## config.mk

```make
export PLATFORM = sky130hd
export DESIGN_NAME = siudp_bridge
export DESIGN_NICKNAME = d
export VERILOG_FILES = /design/src/verilog/siudp_pkg.sv /design/src/verilog/siudp_if.sv /design/src/verilog/siudp_decode.sv /design/src/verilog/siudp_execute.sv /design/src/verilog/siudp_result.sv /design/src/verilog/siudp_bridge.sv
export VERILOG_INCLUDE_DIRS = /design/src /design/src/verilog
export SDC_FILE = /design/constraint.sdc
export NUM_CORES = 1
export LEC_CHECK = 0
export BUFFER_PORTS_ARGS = -buffer_cell sky130_fd_sc_hd__buf_2
export CAP_MARGIN = 30
export CORE_MARGIN = 2
export CORE_UTILIZATION = 40
export CTS_CLUSTER_SIZE = 28
export DETAILED_ROUTE_END_ITERATION = 8
export PLACE_DENSITY_LB_ADDON = 0.12
export SYNTH_ARGS = -nofsm -noshare
export SYNTH_HDL_FRONTEND = slang
export SYNTH_SLANG_ARGS = --single-unit
```

## constraint.sdc

```tcl
create_clock -name clk_125mhz -period 4.95 [get_ports clk_125mhz]
set_input_delay 0.495 -clock clk_125mhz [delete_from_list [all_inputs] [get_ports clk_125mhz]]
set_output_delay 0.495 -clock clk_125mhz [all_outputs]
set_load 0.01 [all_outputs]
```

## src/verilog/siudp_config.svh

```systemverilog
`ifndef SIUDP_CONFIG_SVH
`define SIUDP_CONFIG_SVH

// Address and port the bridge answers on
`define SIUDP_LOCAL_IP {8'd192, 8'd168, 8'd1, 8'd128}
`define SIUDP_PORT 16'd1234

// Request command codes
`define SIUDP_RD_CMD 8'h01
`define SIUDP_WR_CMD 8'h02

// Command byte, size and address
`define SIUDP_HDR_BYTES 4'd9

// Largest reply payload per datagram
`define SIUDP_MAX_PAYLOAD 16'd1476

`endif

```

## src/verilog/siudp_pkg.sv

```systemverilog
package siudp_pkg;

    typedef logic [31:0] ip_addr_t;
    typedef logic [15:0] udp_port_t;
    typedef logic [31:0] bus_addr_t;
    typedef logic [31:0] xfer_len_t;
    typedef logic [15:0] udp_len_t;

    // Request header, byte 0 first on the wire and in the MSBs
    typedef union packed {
        // Filled one byte at a time while the header streams in
        logic [0:8][7:0] bytes;
        // Decoded view, size and address are big-endian
        struct packed {
            logic [7:0] cmd;
            xfer_len_t  size;
            bus_addr_t  addr;
        } f;
    } req_hdr_u;

    // Who asked, so the reply can be addressed back
    typedef struct packed {
        ip_addr_t  src_ip;
        udp_port_t src_port;
        udp_port_t dest_port;
    } peer_t;

endpackage

```

## src/verilog/siudp_if.sv

```systemverilog
`timescale 1ns/1ps

// Parsed request from decode to execute
interface siudp_req_if;
    import siudp_pkg::*;

    logic     req_valid;
    logic     req_ready;
    req_hdr_u hdr;
    peer_t    peer;
    // High while decode passes write payload through to execute
    logic     wr_phase;

    modport source (
        output req_valid,
        output hdr,
        output peer,
        output wr_phase,
        input  req_ready
    );

    modport sink (
        input  req_valid,
        input  hdr,
        input  peer,
        input  wr_phase,
        output req_ready
    );
endinterface

// Reply jobs and their bytes from execute to result
interface siudp_reply_if;
    import siudp_pkg::*;

    logic       job_valid;
    logic       job_ready;
    xfer_len_t  job_len;
    peer_t      job_peer;
    logic       beat_valid;
    logic       beat_ready;
    logic [7:0] beat_data;

    modport source (
        output job_valid,
        output job_len,
        output job_peer,
        input  job_ready,
        output beat_valid,
        output beat_data,
        input  beat_ready
    );

    modport sink (
        input  job_valid,
        input  job_len,
        input  job_peer,
        output job_ready,
        input  beat_valid,
        input  beat_data,
        output beat_ready
    );
endinterface

```

## src/verilog/siudp_decode.sv

```systemverilog
`timescale 1ns/1ps
`include "siudp_config.svh"

module siudp_decode (
    input  logic                 clk_125mhz,
    input  logic                 rst_125mhz,
    input  logic                 rx_hdr_valid,
    output logic                 rx_hdr_ready,
    input  siudp_pkg::ip_addr_t  rx_dest_ip,
    input  siudp_pkg::ip_addr_t  rx_src_ip,
    input  siudp_pkg::udp_port_t rx_src_port,
    input  siudp_pkg::udp_port_t rx_dest_port,
    input  logic [7:0]           rx_payload_tdata,
    input  logic                 rx_payload_tvalid,
    input  logic                 rx_payload_tlast,
    output logic                 rx_payload_tready,
    siudp_req_if.source          req
);
    import siudp_pkg::*;

    typedef enum logic [2:0] {
        S_IDLE,
        S_HDR,
        S_OFFER,
        S_WDATA,
        S_DRAIN
    } state_t;

    state_t     state;
    logic [3:0] hdr_cnt;
    req_hdr_u   hdr_q;
    peer_t      peer_q;
    logic       more_q;
    logic       rx_fire;
    logic       hdr_end;
    logic       cmd_ok;

    // New datagrams wait until execute has finished the previous one
    assign rx_hdr_ready = !rst_125mhz && (state == S_IDLE) && req.req_ready;
    assign rx_payload_tready = (state == S_HDR) || (state == S_WDATA) || (state == S_DRAIN);
    assign rx_fire = rx_payload_tvalid && rx_payload_tready;
    assign hdr_end = (state == S_HDR) && rx_fire && (hdr_cnt == `SIUDP_HDR_BYTES - 4'd1);

    // Command and size are complete by the time the last address byte arrives
    always_comb begin
        case (hdr_q.f.cmd)
            `SIUDP_RD_CMD: cmd_ok = (hdr_q.f.size != '0);
            `SIUDP_WR_CMD: cmd_ok = !rx_payload_tlast;
            default:       cmd_ok = 1'b0;
        endcase
    end

    always_ff @(posedge clk_125mhz) begin
        if (rst_125mhz) begin
            state   <= S_IDLE;
            hdr_cnt <= '0;
            more_q  <= 1'b0;
        end else begin
            case (state)
                S_IDLE: begin
                    hdr_cnt <= '0;
                    if (rx_hdr_valid && rx_hdr_ready) begin
                        if (rx_dest_ip == `SIUDP_LOCAL_IP && rx_dest_port == `SIUDP_PORT)
                            state <= S_HDR;
                        else
                            state <= S_DRAIN;
                    end
                end
                S_HDR: begin
                    if (rx_fire) begin
                        hdr_cnt <= hdr_cnt + 4'd1;
                        if (hdr_end) begin
                            more_q <= !rx_payload_tlast;
                            if (cmd_ok)
                                state <= S_OFFER;
                            else
                                state <= rx_payload_tlast ? S_IDLE : S_DRAIN;
                        end else if (rx_payload_tlast) begin
                            // Datagram too short for a header
                            state <= S_IDLE;
                        end
                    end
                end
                S_OFFER: begin
                    if (req.req_ready) begin
                        if (hdr_q.f.cmd == `SIUDP_WR_CMD)
                            state <= S_WDATA;
                        else
                            state <= more_q ? S_DRAIN : S_IDLE;
                    end
                end
                S_WDATA, S_DRAIN: begin
                    if (rx_fire && rx_payload_tlast)
                        state <= S_IDLE;
                end
                default: state <= S_IDLE;
            endcase
        end
    end

    always_ff @(posedge clk_125mhz) begin
        if (rx_hdr_valid && rx_hdr_ready) begin
            peer_q.src_ip    <= rx_src_ip;
            peer_q.src_port  <= rx_src_port;
            peer_q.dest_port <= rx_dest_port;
        end
        if (state == S_HDR && rx_fire)
            hdr_q.bytes[hdr_cnt] <= rx_payload_tdata;
    end

    assign req.req_valid = (state == S_OFFER);
    assign req.hdr       = hdr_q;
    assign req.peer      = peer_q;
    assign req.wr_phase  = (state == S_WDATA);

endmodule

```

## src/verilog/siudp_execute.sv

```systemverilog
`timescale 1ns/1ps
`include "siudp_config.svh"

module siudp_execute (
    input  logic                 clk_125mhz,
    input  logic                 rst_125mhz,
    siudp_req_if.sink            req,
    input  logic [7:0]           rx_payload_tdata,
    input  logic                 rx_payload_tvalid,
    input  logic                 rx_payload_tlast,
    siudp_reply_if.source        reply,
    output siudp_pkg::bus_addr_t bus_addr,
    output logic [7:0]           bus_wdata,
    input  logic [7:0]           bus_rdata,
    output logic                 bus_rd,
    output logic                 bus_wr
);
    import siudp_pkg::*;

    typedef enum logic [1:0] {
        S_IDLE,
        S_READ,
        S_WRITE,
        S_CONFIRM
    } state_t;

    state_t     state;
    bus_addr_t  addr_q;
    // Reads still to issue, or bytes written so far
    xfer_len_t  cnt_q;
    peer_t      peer_q;
    logic       job_pend;
    logic       rd_pend;
    logic       hold_valid;
    logic [7:0] hold_data;
    logic [1:0] conf_idx;
    logic       req_fire;
    logic       is_rd;
    logic       job_fire;
    logic       beat_fire;

    assign req.req_ready = (state == S_IDLE);
    assign req_fire = req.req_valid && req.req_ready;
    assign is_rd = (req.hdr.f.cmd == `SIUDP_RD_CMD);

    // Read job length is the full size until the first read goes out
    assign reply.job_valid = job_pend;
    assign reply.job_len   = (state == S_CONFIRM) ? 32'd4 : cnt_q;
    assign reply.job_peer  = peer_q;
    assign job_fire = reply.job_valid && reply.job_ready;

    // Holding register is older than the byte on the bus
    assign reply.beat_valid = (state == S_CONFIRM) ? !job_pend : (hold_valid || rd_pend);
    assign reply.beat_data = (state == S_CONFIRM) ? cnt_q[{~conf_idx, 3'b000} +: 8] :
                             (hold_valid ? hold_data : bus_rdata);
    assign beat_fire = reply.beat_valid && reply.beat_ready;

    assign bus_addr  = addr_q;
    assign bus_wdata = rx_payload_tdata;
    assign bus_wr    = (state == S_WRITE) && req.wr_phase && rx_payload_tvalid;
    // Only read when the returning byte is sure to find the holding slot empty
    assign bus_rd = (state == S_READ) && !job_pend && (cnt_q != '0) &&
                    !((hold_valid || rd_pend) && !beat_fire);

    always_ff @(posedge clk_125mhz) begin
        if (rst_125mhz) begin
            state      <= S_IDLE;
            job_pend   <= 1'b0;
            rd_pend    <= 1'b0;
            hold_valid <= 1'b0;
            conf_idx   <= '0;
        end else begin
            rd_pend <= bus_rd;
            if (job_fire)
                job_pend <= 1'b0;
            if (rd_pend && !beat_fire)
                hold_valid <= 1'b1;
            else if (beat_fire)
                hold_valid <= 1'b0;

            case (state)
                S_IDLE: begin
                    if (req_fire) begin
                        job_pend <= is_rd;
                        state    <= is_rd ? S_READ : S_WRITE;
                    end
                end
                S_READ: begin
                    // Nothing left to issue, so this beat is the final one
                    if (cnt_q == '0 && beat_fire)
                        state <= S_IDLE;
                end
                S_WRITE: begin
                    if (bus_wr && rx_payload_tlast) begin
                        job_pend <= 1'b1;
                        conf_idx <= '0;
                        state    <= S_CONFIRM;
                    end
                end
                S_CONFIRM: begin
                    if (beat_fire) begin
                        conf_idx <= conf_idx + 2'd1;
                        if (conf_idx == 2'd3)
                            state <= S_IDLE;
                    end
                end
                default: state <= S_IDLE;
            endcase
        end
    end

    always_ff @(posedge clk_125mhz) begin
        if (req_fire) begin
            addr_q <= req.hdr.f.addr;
            cnt_q  <= is_rd ? req.hdr.f.size : '0;
            peer_q <= req.peer;
        end else if (bus_rd) begin
            addr_q <= addr_q + 32'd1;
            cnt_q  <= cnt_q - 32'd1;
        end else if (bus_wr) begin
            addr_q <= addr_q + 32'd1;
            cnt_q  <= cnt_q + 32'd1;
        end
        if (rd_pend && !beat_fire)
            hold_data <= bus_rdata;
    end

endmodule

```

## src/verilog/siudp_result.sv

```systemverilog
`timescale 1ns/1ps
`include "siudp_config.svh"

module siudp_result (
    input  logic                 clk_125mhz,
    input  logic                 rst_125mhz,
    siudp_reply_if.sink          reply,
    output logic                 tx_hdr_valid,
    input  logic                 tx_hdr_ready,
    output siudp_pkg::ip_addr_t  tx_dest_ip,
    output siudp_pkg::udp_port_t tx_src_port,
    output siudp_pkg::udp_port_t tx_dest_port,
    output siudp_pkg::udp_len_t  tx_length,
    output logic [7:0]           tx_payload_tdata,
    output logic                 tx_payload_tvalid,
    output logic                 tx_payload_tlast,
    input  logic                 tx_payload_tready
);
    import siudp_pkg::*;

    typedef enum logic [1:0] {
        S_IDLE,
        S_HDR,
        S_DATA
    } state_t;

    state_t    state;
    // Bytes left in the whole job
    xfer_len_t left_q;
    // Bytes left in the current packet
    udp_len_t  pkt_left;
    peer_t     peer_q;
    logic      beat_fire;

    assign reply.job_ready = (state == S_IDLE);

    // Reply goes back where the request came from
    assign tx_hdr_valid = (state == S_HDR);
    assign tx_dest_ip   = peer_q.src_ip;
    assign tx_src_port  = peer_q.dest_port;
    assign tx_dest_port = peer_q.src_port;
    assign tx_length    = (left_q > `SIUDP_MAX_PAYLOAD) ? `SIUDP_MAX_PAYLOAD :
                          udp_len_t'(left_q);

    assign tx_payload_tvalid = (state == S_DATA) && reply.beat_valid;
    assign tx_payload_tdata  = reply.beat_data;
    assign tx_payload_tlast  = (pkt_left == 16'd1);
    assign reply.beat_ready  = (state == S_DATA) && tx_payload_tready;
    assign beat_fire = tx_payload_tvalid && tx_payload_tready;

    always_ff @(posedge clk_125mhz) begin
        if (rst_125mhz) begin
            state <= S_IDLE;
        end else begin
            case (state)
                S_IDLE: begin
                    if (reply.job_valid)
                        state <= S_HDR;
                end
                S_HDR: begin
                    if (tx_hdr_ready)
                        state <= S_DATA;
                end
                S_DATA: begin
                    // More than one byte left means another packet follows
                    if (beat_fire && tx_payload_tlast)
                        state <= (left_q == 32'd1) ? S_IDLE : S_HDR;
                end
                default: state <= S_IDLE;
            endcase
        end
    end

    always_ff @(posedge clk_125mhz) begin
        if (state == S_IDLE && reply.job_valid) begin
            left_q <= reply.job_len;
            peer_q <= reply.job_peer;
        end else if (beat_fire) begin
            left_q <= left_q - 32'd1;
        end

        if (state == S_HDR && tx_hdr_ready)
            pkt_left <= tx_length;
        else if (beat_fire)
            pkt_left <= pkt_left - 16'd1;
    end

endmodule

```

## src/verilog/siudp_bridge.sv

```systemverilog
`timescale 1ns/1ps

module siudp_bridge (
    input  logic                 clk_125mhz,
    input  logic                 rst_125mhz,

    // Parsed UDP receive stream
    input  logic                 rx_hdr_valid,
    output logic                 rx_hdr_ready,
    input  siudp_pkg::ip_addr_t  rx_dest_ip,
    input  siudp_pkg::ip_addr_t  rx_src_ip,
    input  siudp_pkg::udp_port_t rx_src_port,
    input  siudp_pkg::udp_port_t rx_dest_port,
    input  logic [7:0]           rx_payload_tdata,
    input  logic                 rx_payload_tvalid,
    input  logic                 rx_payload_tlast,
    output logic                 rx_payload_tready,

    // UDP transmit stream, source IP is filled in downstream
    output logic                 tx_hdr_valid,
    input  logic                 tx_hdr_ready,
    output siudp_pkg::ip_addr_t  tx_dest_ip,
    output siudp_pkg::udp_port_t tx_src_port,
    output siudp_pkg::udp_port_t tx_dest_port,
    output siudp_pkg::udp_len_t  tx_length,
    output logic [7:0]           tx_payload_tdata,
    output logic                 tx_payload_tvalid,
    output logic                 tx_payload_tlast,
    input  logic                 tx_payload_tready,

    // Register bus
    output siudp_pkg::bus_addr_t bus_addr,
    output logic [7:0]           bus_wdata,
    input  logic [7:0]           bus_rdata,
    output logic                 bus_rd,
    output logic                 bus_wr
);

    siudp_req_if   req_if ();
    siudp_reply_if reply_if ();

    siudp_decode u_decode (
        .clk_125mhz        (clk_125mhz),
        .rst_125mhz        (rst_125mhz),
        .rx_hdr_valid      (rx_hdr_valid),
        .rx_hdr_ready      (rx_hdr_ready),
        .rx_dest_ip        (rx_dest_ip),
        .rx_src_ip         (rx_src_ip),
        .rx_src_port       (rx_src_port),
        .rx_dest_port      (rx_dest_port),
        .rx_payload_tdata  (rx_payload_tdata),
        .rx_payload_tvalid (rx_payload_tvalid),
        .rx_payload_tlast  (rx_payload_tlast),
        .rx_payload_tready (rx_payload_tready),
        .req               (req_if.source)
    );

    // Write data comes straight off the receive stream
    siudp_execute u_execute (
        .clk_125mhz        (clk_125mhz),
        .rst_125mhz        (rst_125mhz),
        .req               (req_if.sink),
        .rx_payload_tdata  (rx_payload_tdata),
        .rx_payload_tvalid (rx_payload_tvalid),
        .rx_payload_tlast  (rx_payload_tlast),
        .reply             (reply_if.source),
        .bus_addr          (bus_addr),
        .bus_wdata         (bus_wdata),
        .bus_rdata         (bus_rdata),
        .bus_rd            (bus_rd),
        .bus_wr            (bus_wr)
    );

    siudp_result u_result (
        .clk_125mhz        (clk_125mhz),
        .rst_125mhz        (rst_125mhz),
        .reply             (reply_if.sink),
        .tx_hdr_valid      (tx_hdr_valid),
        .tx_hdr_ready      (tx_hdr_ready),
        .tx_dest_ip        (tx_dest_ip),
        .tx_src_port       (tx_src_port),
        .tx_dest_port      (tx_dest_port),
        .tx_length         (tx_length),
        .tx_payload_tdata  (tx_payload_tdata),
        .tx_payload_tvalid (tx_payload_tvalid),
        .tx_payload_tlast  (tx_payload_tlast),
        .tx_payload_tready (tx_payload_tready)
    );

endmodule

```

**Word-level counts from Yosys, hierarchy flattened**

Index checks and enable logic that the tools add are counted.

- $add $sub $neg: 7
- $mul: 0
- Divide/modulo/power cells: 0
- $lt $le $gt $ge: 3
- Eq/ne operators: 30
- Shift operators: 1
- Multiplexer cells: 55
- Bitwise operators: 2
- Reduce and logical (&&, ||, !) cells: 53

Operators by type and width:

| cell | count |
|---|---|
| $mux W32 | 10 |
| $bwmux W72 | 1 |
| $add A32 B1 Y32 const B | 2 |
| $reduce_bool A32 Y1 | 2 |
| $sub A32 B1 Y32 const B | 2 |
| $mux W16 | 3 |
| $mux W3 | 11 |
| $demux W8 S4 | 1 |
| $eq A32 B1 Y1 const B | 1 |
| $eq A32 B32 Y1 const B | 1 |
| $gt A32 B11 Y1 const B | 1 |
| $logic_not A32 Y1 | 1 |
| $shiftx A32 B6 Y8 | 1 |
| $logic_and A1 B1 Y1 | 26 |
| $mux W8 | 3 |
| $mux W2 | 11 |
| $eq A16 B1 Y1 const B | 1 |
| $eq A16 B11 Y1 const B | 1 |
| $sub A16 B1 Y16 const B | 1 |
| $ne A2 B1 Y1 const B | 6 |
| $ne A2 B2 Y1 const B | 6 |
| $pmux W3 S4 | 1 |
| $reduce_and A5 Y1 | 2 |
| $reduce_bool A2 Y1 | 5 |
| other kinds (30) | 51 |

- Bits in registers: 401
- Latch bits: 0
- RAM bits: 0
- ROM bits: 0
- Input bits: 119
- Output and inout bits: 135
- Memories: 0

**Longest topological paths before layout**

Gate-level depths: netlist of the first run.

- Depth in word-level cells: 9
- Mapped depth: 15

**By module**

Synthesis of the first run repeated with hierarchy kept, for this count alone.

- Cells, all modules: 1378
- Area, all modules: 18157.4 µm²

By module, submodules not included:

| module | instances | cells each | area an instance (µm²) | sequential area each (µm²) |
|---|---|---|---|---|
| siudp_execute | 1 | 719 | 7961.4 | 4224.1 |
| siudp_result | 1 | 409 | 5222.5 | 3403.3 |
| siudp_decode | 1 | 250 | 4973.5 | 4244.1 |

**Worst setup path after synthesis of the first run**

Ideal clock, no wire load.

- Path kind: reg-to-reg
- From: reg u_execute.cnt_q[0]
- To: reg u_execute.cnt_q[28] (data pin)
- Setup time: 136 ps
- Arrival time: 4010 ps
- Required time: 4814 ps
- Setup slack: 805 ps
- Cell stages (with the launch flop): 14
- Path through: edfxtp_1 -> nor4_1 -> nand4_1 -> o211ai_1 -> inv_1 -> fa_1 -> a21oi_1 -> o211a_1 -> nor3_1 -> or3_1 -> a41oi_1 -> o31ai_1 -> or4b_1 -> nand3_1

- Longest elaborated chain between the ends: 5

RTL lines:

| element | RTL line | source |
|---|---|---|
| start, declared | siudp_execute.sv:30 | `xfer_len_t cnt_q;` |
| start signal, assigned | siudp_execute.sv:115 | `cnt_q <= is_rd ? req.hdr.f.size : '0;` |
| start signal, assigned | siudp_execute.sv:119 | `cnt_q <= cnt_q - 32'd1;` |
| start signal, assigned | siudp_execute.sv:122 | `cnt_q <= cnt_q + 32'd1;` |
| $reduce_bool A32 Y1 | siudp_execute.sv:62 | `assign bus_rd = (state == S_READ) && !job_pend && (cnt_q != '0) &&` |
| $logic_and A1 B1 Y1 (2 in series) | siudp_execute.sv:62 |  |
| via bus_rd | siudp_bridge.sv:35 | `output logic bus_rd,` |
| $mux W32 | siudp_execute.sv:117 | `end else if (bus_rd) begin` |
| $mux W32 | siudp_execute.sv:113 | `if (req_fire) begin` |

The timed path passes the listed nets, and every way through them passes these cells. The select of a mux whose other input is x is not followed.
A chain may end at the register's enable or synchronous reset.

**Worst setup path in the final report of the first run**

- From: reg u_execute.cnt_q[16]
- To: reg u_execute.cnt_q[26] (data pin)

- Longest elaborated chain between the ends: 5

RTL lines:

| element | RTL line |
|---|---|
| branches (longest 3 deep; another with $add A32 B1 Y32) | n/a |
| $mux W32 (*) | siudp_execute.sv:117 |
| $mux W32 (*) | siudp_execute.sv:113 |

Mark *: on every way between the ends. The select of a mux whose other input is x is not followed.

==> impl_metrics.yaml, run 1 <==
timing:
  max_clock_freq_mhz: 224
  fin_tns_setup_ps: 0
  slew_violations: 0
  fin_crit_sh: 0.903
  tightest_slew_ps: 825
  final-hold-violation-count: 0
  setup_violations: 0
  whs_ps: 87.1
  fin_crit_ps: 4470
  relSlewSlack: 0.450
  rsz0062_at_grt: "no"
  finClkSkew_ps: 18.4
clock_network:
  cts_buffer_depth: 3
  cts_resized: 0
  cts_inserted_buffers: 44
  clkTransAtPathRegs_ps: 60
  cts_tree: "built"
  cts_setup_buffers: 0
  insertion_delay_ps: 580
  cts.hold.buffers_added: 0
  cts_root_buffer: "clkbuf_16"
  cts_max_level: 2
  cts.sinks: 401
logic_synthesis:
  seq_area_frac_synth: 0.667
  yosysWarnings: 0
  synth-seq-cells: 401
  synth_fa_ha_area_frac: 0.0299
  synth_edf_count: 384
  synth.distinct_cells: 73
  synth_top_family_by_area: "simple AND/OR/NAND/NOR gates"
  synth_async_sr_flop_share: 0
  netlist_instances: 1358
  synth_compound_area_frac: 0.0862
  synth_mux_area_frac: 0.0165
  syn_avg_cell_area_um2: 13.1
  syn_area_mm2: 0.0178
  yosys.area_share.simple: 0.131
  synth_ff_type: "edfxtp_1"
  synthXorXnorAreaFrac: 0.0463
placed_design:
  hpwlAfterDp_mm: 32.0
  gp_routability_congestion: 0.868
  portBuffers: 248
layout:
  area_growth_pct: 18.2
  layout-drive-gt1-share: 0.218
  fin_nets: 1763
  final_common_cell: "edfxtp_1"
  final_cell_mix: "edfxtp_1 (384), buf_2 (248), nand2_1 (101)"
  fin_util: 0.478
power:
  p_leak_nw: 7.35
  ir_worst_vdd_uv: 226
  power_density_mw_per_mm2: 333
worst_setup_path:
  cp-start-kind: "flop"
  reg2reg_from: "u_execute.cnt_q[16]"
  path_cells: "nor4_1 > nand4_1 > o211ai_1 > inv_1 > buf_4 > ha_1 > and3_1 > nand3_1 > nor3_1 > or3_1 > a21oi_1 > o31ai_1 > a2111o_1 > nand3_1"
  arrival_ps: 4900
  cp_max_fo: 27
  regToRegSetupSlack_ps: 480
  crit_type: "reg2reg"
  end_kind: "flop"
  cp_slowest_cell: "edfxtp_1"
  max_stage_delay_ps: 470
  rr_worst_depth: 14
  crit_top_cell: "nand3_1"
  cp.required_ps: 5380
  r2r_end: "u_execute.cnt_q[26]"
job:
  cap_violations: 0
worst_hold_path:
  hold_class: "in2reg"
  min_to: "u_decode.req.peer[57]"
  hold_start: "rx_src_ip[25]"
  hold_path_depth: 1
route:
  drtIter0Drc: 984
  routed_via_density: 5.29
  first_pass_iters: 6
  drcViolationCount: 0
  wirelength_mm: 45.0
  detail-route-antenna-nets: 0
  vias: 11800
  wl_per_cell_um: 20.2
global_routing:
  overflow: 0
  grtUsageTotal: 0.193
  grt_pass1_wl_mm: 68.8
  grt_max_degree: 63
  grt_pass1_vias: 11666
  antenna_found_initial: 3
die:
  initial_utilization: 0.404
  die_y_um: 215
  coreArea_mm2: 0.0440
  row_count: 77
  dieArea_mm2: 0.0462
  ios: 254
  fp.dieW_um: 215
outcome:
  status: "completed"
## stage by stage
stage	setup WS [ps]	cell area, um2	power (mW)	instances
after floorplan	805	17800	3.84	1362
after global placement	564	19600	3.92	2146
after detailed placement	543	19700	3.93	2148
after CTS	512	21000	7.09	2230
after global routing	162	21000	7.24	2231
final	480	21000	7.01	2231
## kinds of logic after synthesis
group | Yosys count
AO/OA/AOI/OAI | 262
XOR/XNOR | 94
adder cells (fa/ha/maj) | 42
buffers and inverters | 95
flip-flops | 401
multiplexers | 19
other | 1
AND/OR/NAND/NOR | 444
## synthesized netlist by cell type, types with 11 or more instances
cell / number / share of area
a21oi_1: 76 / 0.021
nand2_1: 101 / 0.021
nand3_1: 71 / 0.020
xor2_1: 46 / 0.023
inv_1: 23 / 0.0049
nand2b_1: 11 / 0.0039
nand4_1: 22 / 0.0077
nor3_1: 23 / 0.0065
nor4_1: 36 / 0.013
xnor2_1: 48 / 0.024
dfxtp_1: 17 / 0.019
nor2_1: 86 / 0.018
edfxtp_1: 384 / 0.65
buf_4: 13 / 0.0055
and2_1: 21 / 0.0074
clkbuf_1: 54 / 0.011
a21o_1: 15 / 0.0063
ha_1: 41 / 0.029
o21ai_0: 99 / 0.028
## how the worst max path moves through the flow
stage / from / end / slack (ps) / cells after the start
after global routing: u_execute.cnt_q[16] / u_execute.cnt_q[28] / 160 / 14
after floorplan: u_execute.cnt_q[0] / u_execute.cnt_q[28] / 800 / 13
after CTS: u_execute.cnt_q[16] / u_execute.cnt_q[26] / 510 / 14
after detailed placement: u_execute.cnt_q[16] / u_execute.cnt_q[28] / 540 / 14
after global placement: u_execute.cnt_q[16] / u_execute.cnt_q[28] / 560 / 14
final: u_execute.cnt_q[16] / u_execute.cnt_q[26] / 480 / 14
## routing by layer
| metal | vias up | track usage | part of all wire |
|---|---|---|---|
| li1 | 5628 | - | - |
| met5 | - | 0 | 0.00029 |
| met4 | 2 | 0.0706 | 0.030 |
| met2 | 385 | 0.312 | 0.47 |
| met3 | 86 | 0.0385 | 0.057 |
| met1 | 5699 | 0.258 | 0.44 |
## where the power goes
group / switching (mW) / internal (mW) / total, mW
Clock: 1.34 / 1.81 / 3.15
Combinational: 0.0743 / 0.0494 / 0.124
Sequential: 0.00746 / 3.72 / 3.73
## layout make-up
cell class	instances	area (um2)
Clock inverter	16	184
Tap cell	592	741
Inverter	23	91.3
Clock buffer	66	1200
Sequential cell	401	11900
Fill cell	4026	23000
Timing Repair Buffer	266	1420
Antenna cell	1	2.50
Multi-Input combinational cell	866	5530
## sequential cells by signal (all words and copies together) (netlist names)
| name | count |
|---|---|
| u_decode.req.hdr | 72 |
| u_decode.req.peer | 64 |
| u_execute.reply.job_peer | 64 |
| u_execute.bus_addr | 32 |
| u_execute.cnt_q | 32 |
| u_result.left_q | 32 |
| u_result.tx_dest_ip | 32 |
| u_result.pkt_left | 16 |
| u_result.tx_dest_port | 16 |
| u_result.tx_src_port | 16 |
| u_execute.hold_data | 8 |
| u_decode.hdr_cnt | 4 |
| u_decode.state | 3 |
| u_execute.conf_idx | 2 |
| u_execute.state | 2 |
| u_result.state | 2 |
| u_decode.more_q | 1 |
| u_execute.hold_valid | 1 |
| u_execute.rd_pend | 1 |
| u_execute.reply.job_valid | 1 |
## critical path: cells and delay by family, from the launching register on
kind | cells | cell delay, ps
AO/OA/AOI/OAI | 4 | 1360
adder cells (fa/ha/maj) | 1 | 430
buffers and inverters | 2 | 550
flip-flops | 1 | 470
AND/OR/NAND/NOR | 7 | 1520
No activity file was read; power rests on OpenSTA's default activity.
==> inputs of run 2 (changes only) <==
- CELL_PAD_IN_SITES_DETAIL_PLACEMENT: default -> 1
- CELL_PAD_IN_SITES_GLOBAL_PLACEMENT: default -> 1
==> impl_metrics.yaml, run 2 (synthesized netlist as in run 1, its figures left out) <==
outcome:
  status: "completed"
worst_setup_path:
  cp_max_fo: 27
  path_cells: "nor4_1 > nand4_1 > o211ai_1 > inv_1 > buf_4 > ha_1 > a211o_1 > o211ai_1 > a21oi_1 > or3_1 > a21oi_1 > o31ai_1 > a2111o_1 > nand3_1"
  regToRegSetupSlack_ps: 500
  cp.required_ps: 5390
  cp_slowest_cell: "edfxtp_1"
  r2r_end: "u_execute.cnt_q[26]"
  rr_worst_depth: 14
  cp-start-kind: "flop"
  reg2reg_from: "u_execute.cnt_q[10]"
  crit_type: "reg2reg"
  max_stage_delay_ps: 510
  end_kind: "flop"
  arrival_ps: 4890
route:
  routed_via_density: 5.33
  detail-route-antenna-nets: 0
  drcViolationCount: 0
  vias: 11891
  drtIter0Drc: 807
  first_pass_iters: 7
  wl_per_cell_um: 21.5
  wirelength_mm: 47.9
clock_network:
  cts_max_level: 2
  cts_tree: "built"
  cts_setup_buffers: 0
  cts_inserted_buffers: 44
  insertion_delay_ps: 590
  cts.hold.buffers_added: 0
  cts.sinks: 401
  cts_buffer_depth: 3
  cts_resized: 0
  cts_root_buffer: "clkbuf_16"
  clkTransAtPathRegs_ps: 60
power:
  ir_worst_vdd_uv: 305
  p_leak_nw: 7.36
  power_density_mw_per_mm2: 337
layout:
  multi_input_area_mm2: 0.00553
  seqCellArea_mm2: 0.0119
  nFillCells: 4628
  final_cell_mix: "edfxtp_1 (384), buf_2 (248), nand2_1 (101)"
  largest_reg_flops: 72
  final_common_cell: "edfxtp_1"
  fin_util: 0.479
  layout-drive-gt1-share: 0.223
  area_growth_pct: 18.4
  fin_nets: 1760
die:
  die_y_um: 215
  coreArea_mm2: 0.0440
  fp.dieW_um: 215
  row_count: 77
  dieArea_mm2: 0.0462
  ios: 254
  initial_utilization: 0.404
job:
  cap_violations: 0
worst_hold_path:
  hold_path_depth: 1
  min_to: "u_decode.req.peer[51]"
  hold_class: "in2reg"
  hold_start: "rx_src_ip[19]"
timing:
  fin_tns_setup_ps: 0
  setup_violations: 0
  finClkSkew_ps: 20.7
  max_clock_freq_mhz: 224
  fin_crit_ps: 4450
  fin_crit_sh: 0.900
  whs_ps: 82.7
  slew_violations: 0
  tightest_slew_ps: 840
  final-hold-violation-count: 0
  relSlewSlack: 0.440
  rsz0062_at_grt: "no"
global_routing:
  grtUsageTotal: 0.207
  overflow: 0
  grt_pass1_vias: 12254
  grt_max_degree: 86
  antenna_found_initial: 5
  grt_pass1_wl_mm: 73.7
placed_design:
  portBuffers: 248
  gp_routability_congestion: 0.857
  hpwlAfterDp_mm: 34.6
run 2: cell count changes in the layout (fill, tap and decap cells not counted):
cell	change
clkbuf_8	-2
bufinv_16	+2
buf_4	-3
clkinvlp_4	+4
inv_4	-1
diode_2	+4
clkbuf_1	-16
inv_6	+1
clkinv_2	+6
clkinv_1	+4
run 2: report_power, final:
group          switching [mW]  internal, mW
Clock                    1.39          1.86
Sequential            0.00870          3.72
Combinational          0.0758        0.0493
run 2: layer usage:
| metal | share of wire | global-route usage | up-vias | wire length, um |
|---|---|---|---|---|
| met5 | 0 | 0 | - | 0 |
| met4 | 0.021 | 0.0586 | 0 | 992 |
| met3 | 0.043 | 0.0375 | 58 | 2070 |
| met2 | 0.49 | 0.347 | 269 | 23600 |
| met1 | 0.44 | 0.276 | 5943 | 21300 |
| li1 | - | - | 5621 | - |
run 2: worst max-delay path, delay by kind of cell (launching register included):
kind	cells	cell delay (ps)
buffers and inverters	2	550
and+or+nand+nor	4	990
AOI/OAI and AO/OA	7	1810
adders and majority gates	1	410
DFF	1	510
run 2: stage by stage:
stage | std cells | instance area, um2 | setup WS [ps] | total power [mW]
after floorplan | 1362 | 17800 | 805 | 3.84
after global placement | 2143 | 19600 | 622 | 3.92
after detailed placement | 2144 | 19600 | 520 | 3.93
after CTS | 2224 | 21000 | 490 | 7.18
after global routing | 2230 | 21100 | 238 | 7.32
final | 2230 | 21100 | 495 | 7.10
run 2: worst max-delay path by stage:
stage / cells past startpoint / end / start
finish: 14 / u_execute.cnt_q[26] / u_execute.cnt_q[10]
global route: 14 / u_execute.cnt_q[26] / u_execute.cnt_q[11]
detailed placement: 14 / u_execute.cnt_q[26] / u_execute.cnt_q[7]
global placement: 14 / u_execute.cnt_q[26] / u_execute.cnt_q[10]
CTS: 14 / u_execute.cnt_q[26] / u_execute.cnt_q[7]
floorplan: 13 / u_execute.cnt_q[28] / u_execute.cnt_q[0]
run 2: layout make-up:
cell class              count  area share
clock buffers              48      0.0530
well taps                 592      0.0351
clock inverters            32      0.0151
multi-input cells         866       0.262
diodes                      5    0.000594
repair buffers            263      0.0661
flip-flops and latches    401       0.563
inverters                  23     0.00445
==> inputs of run 3 (changes only) <==
- BUFFER_PORTS_ARGS: -buffer_cell sky130_fd_sc_hd__buf_2 -> default
- DONT_BUFFER_PORTS: default -> 1
==> impl_metrics.yaml, run 3 (synthesized netlist as in run 1, its figures left out) <==
outcome:
  status: "completed"
route:
  drtIter0Drc: 698
  drcViolationCount: 0
  routed_via_density: 5.54
  vias: 11455
  first_pass_iters: 5
  detail-route-antenna-nets: 0
  wl_per_cell_um: 24.0
  wirelength_mm: 49.6
layout:
  fin_cells: 2066
  fin_nets: 1597
  layout-drive-gt1-share: 0.0821
  area_growth_pct: 16.4
  final_cell_area_mm2: 0.0207
  largest_reg_flops: 72
  final_cell_mix: "edfxtp_1 (384), nand2_1 (101), o21ai_0 (99)"
  final_common_cell: "edfxtp_1"
timing:
  rsz0062_at_grt: "no"
  setup_violations: 0
  layout_setup_ws_ps: 430
  max_clock_freq_mhz: 221
  fin_tns_setup_ps: 0
  fin_crit_ps: 4520
  fin_crit_sh: 0.913
  final-hold-violation-count: 0
  tightest_slew_ps: 960
  finClkSkew_ps: 28.6
  slew_violations: 0
  relSlewSlack: 0.360
global_routing:
  grt_pass1_wl_mm: 75.1
  overflow: 0
  grtUsageTotal: 0.213
  grt_max_degree: 86
  grt_pass1_vias: 11873
  antenna_found_initial: 4
power:
  report.power.total_mw: 7.22
  p_leak_nw: 6.69
  power_density_mw_per_mm2: 349
  ir_worst_vdd_uv: 272
clock_network:
  cts_setup_buffers: 0
  cts_max_level: 2
  cts_buffer_depth: 3
  cts_tree: "built"
  clkTransAtPathRegs_ps: 60
  cts.sinks: 401
  insertion_delay_ps: 580
  cts_root_buffer: "clkbuf_16"
  cts_inserted_buffers: 45
placed_design:
  dpl_cell_area_mm2: 0.0184
  placed_cells: 1898
  place_ws_ps: 318
  portBuffers: 0
  hpwlAfterDp_mm: 33.7
  gp_routability_congestion: 0.840
worst_setup_path:
  critical_path_buf_inv_count: 2
  cp_max_fo: 21
  crit_family: "compound AO/OA/AOI/OAI gates"
  arrival_ps: 4970
  cp.required_ps: 5400
  end_kind: "flop"
  path_cells: "nor4_1 > nand4_1 > o211ai_1 > inv_2 > buf_4 > ha_1 > a21o_1 > a21oi_1 > o21ai_0 > a31o_2 > a41oi_1 > o31ai_1 > or4b_1 > nand3_1"
  max_stage_delay_ps: 480
  crit_type: "reg2reg"
  cp_slowest_cell: "or4b_1"
  cp-start-kind: "flop"
die:
  die_y_um: 215
  dieArea_mm2: 0.0462
  initial_utilization: 0.404
  fp.dieW_um: 215
  row_count: 77
  ios: 254
  coreArea_mm2: 0.0440
worst_hold_path:
  hold_class: "in2reg"
job:
  cap_violations: 0
[run 3: cell count changes in the layout (fill, tap and decap cells not counted), sizes merged]
cell         change
buf            -247
clkinv           +2
dlygate4sd3     +83
bufinv           +1
diode            -4
clkbuf           +5
inv              -2
clkinvlp         -2
[run 3: timing repair]
| item | in CTS | in global routing |
|---|---|---|
| hold endpoints to repair | 124 | 0 |
| setup endpoints to repair | 0 | 4 |
| gates resized for setup | 0 | 2 |
| hold buffers | 83 | 0 |
[run 3: layout make-up]
type / count / area (um2)
antenna: 1 / 2.50
clock buffer: 53 / 1160
clock inverter: 31 / 339
fill: 4490 / 23300
inverter: 23 / 93.8
multi-input combinational: 866 / 5540
sequential: 401 / 11900
tap: 592 / 741
timing repair buffer: 99 / 971
[run 3: metal layers]
layer / wire [um] / GRT usage
met1: 21500 / 0.278
met2: 24200 / 0.357
met3: 2530 / 0.0443
met4: 1300 / 0.0671
met5: 26 / 0
[run 3: final timing paths]
path	startpoint	to	slack, ps	cells after the start
min reg2reg	u_decode.req.peer[15]	u_execute.reply.job_peer[15]	410	0
max	u_execute.cnt_q[12]	u_execute.cnt_q[28]	430	14
min	rx_payload_tdata[5]	u_decode.req.hdr[5]	30	0
max reg2reg	u_execute.cnt_q[12]	u_execute.cnt_q[28]	430	14
[run 3: metrics by stage]
| step | utilization | hold WS, ps |
|---|---|---|
| detailed placement | 0.418 | 406 |
| floorplan | - | 400 |
| global placement | 0.417 | 400 |
| finish | 0.470 | 25.5 |
| CTS | 0.470 | 3.89 |
| global route | 0.470 | 9.91 |
[run 3: worst register-to-register path, stage by stage (launching register included)]
cell and delay (ps):
edfxtp_1 460, nor4_1 370, nand4_1 210, o211ai_1 400, inv_2 240, buf_4 310, ha_1 450, a21o_1 220
a21oi_1 220, o21ai_0 190, a31o_2 280, a41oi_1 310, o31ai_1 170, or4b_1 480, nand3_1 90
[run 3: where the power goes]
part / internal (mW) / total (mW) / leakage, nW / switching (mW)
sequential: 3.72 / 3.73 / 3.59 / 0.00970
clock: 1.95 / 3.38 / 0.718 / 1.42
combinational: 0.0557 / 0.114 / 2.38 / 0.0582
total: 5.73 / 7.22 / 6.69 / 1.49
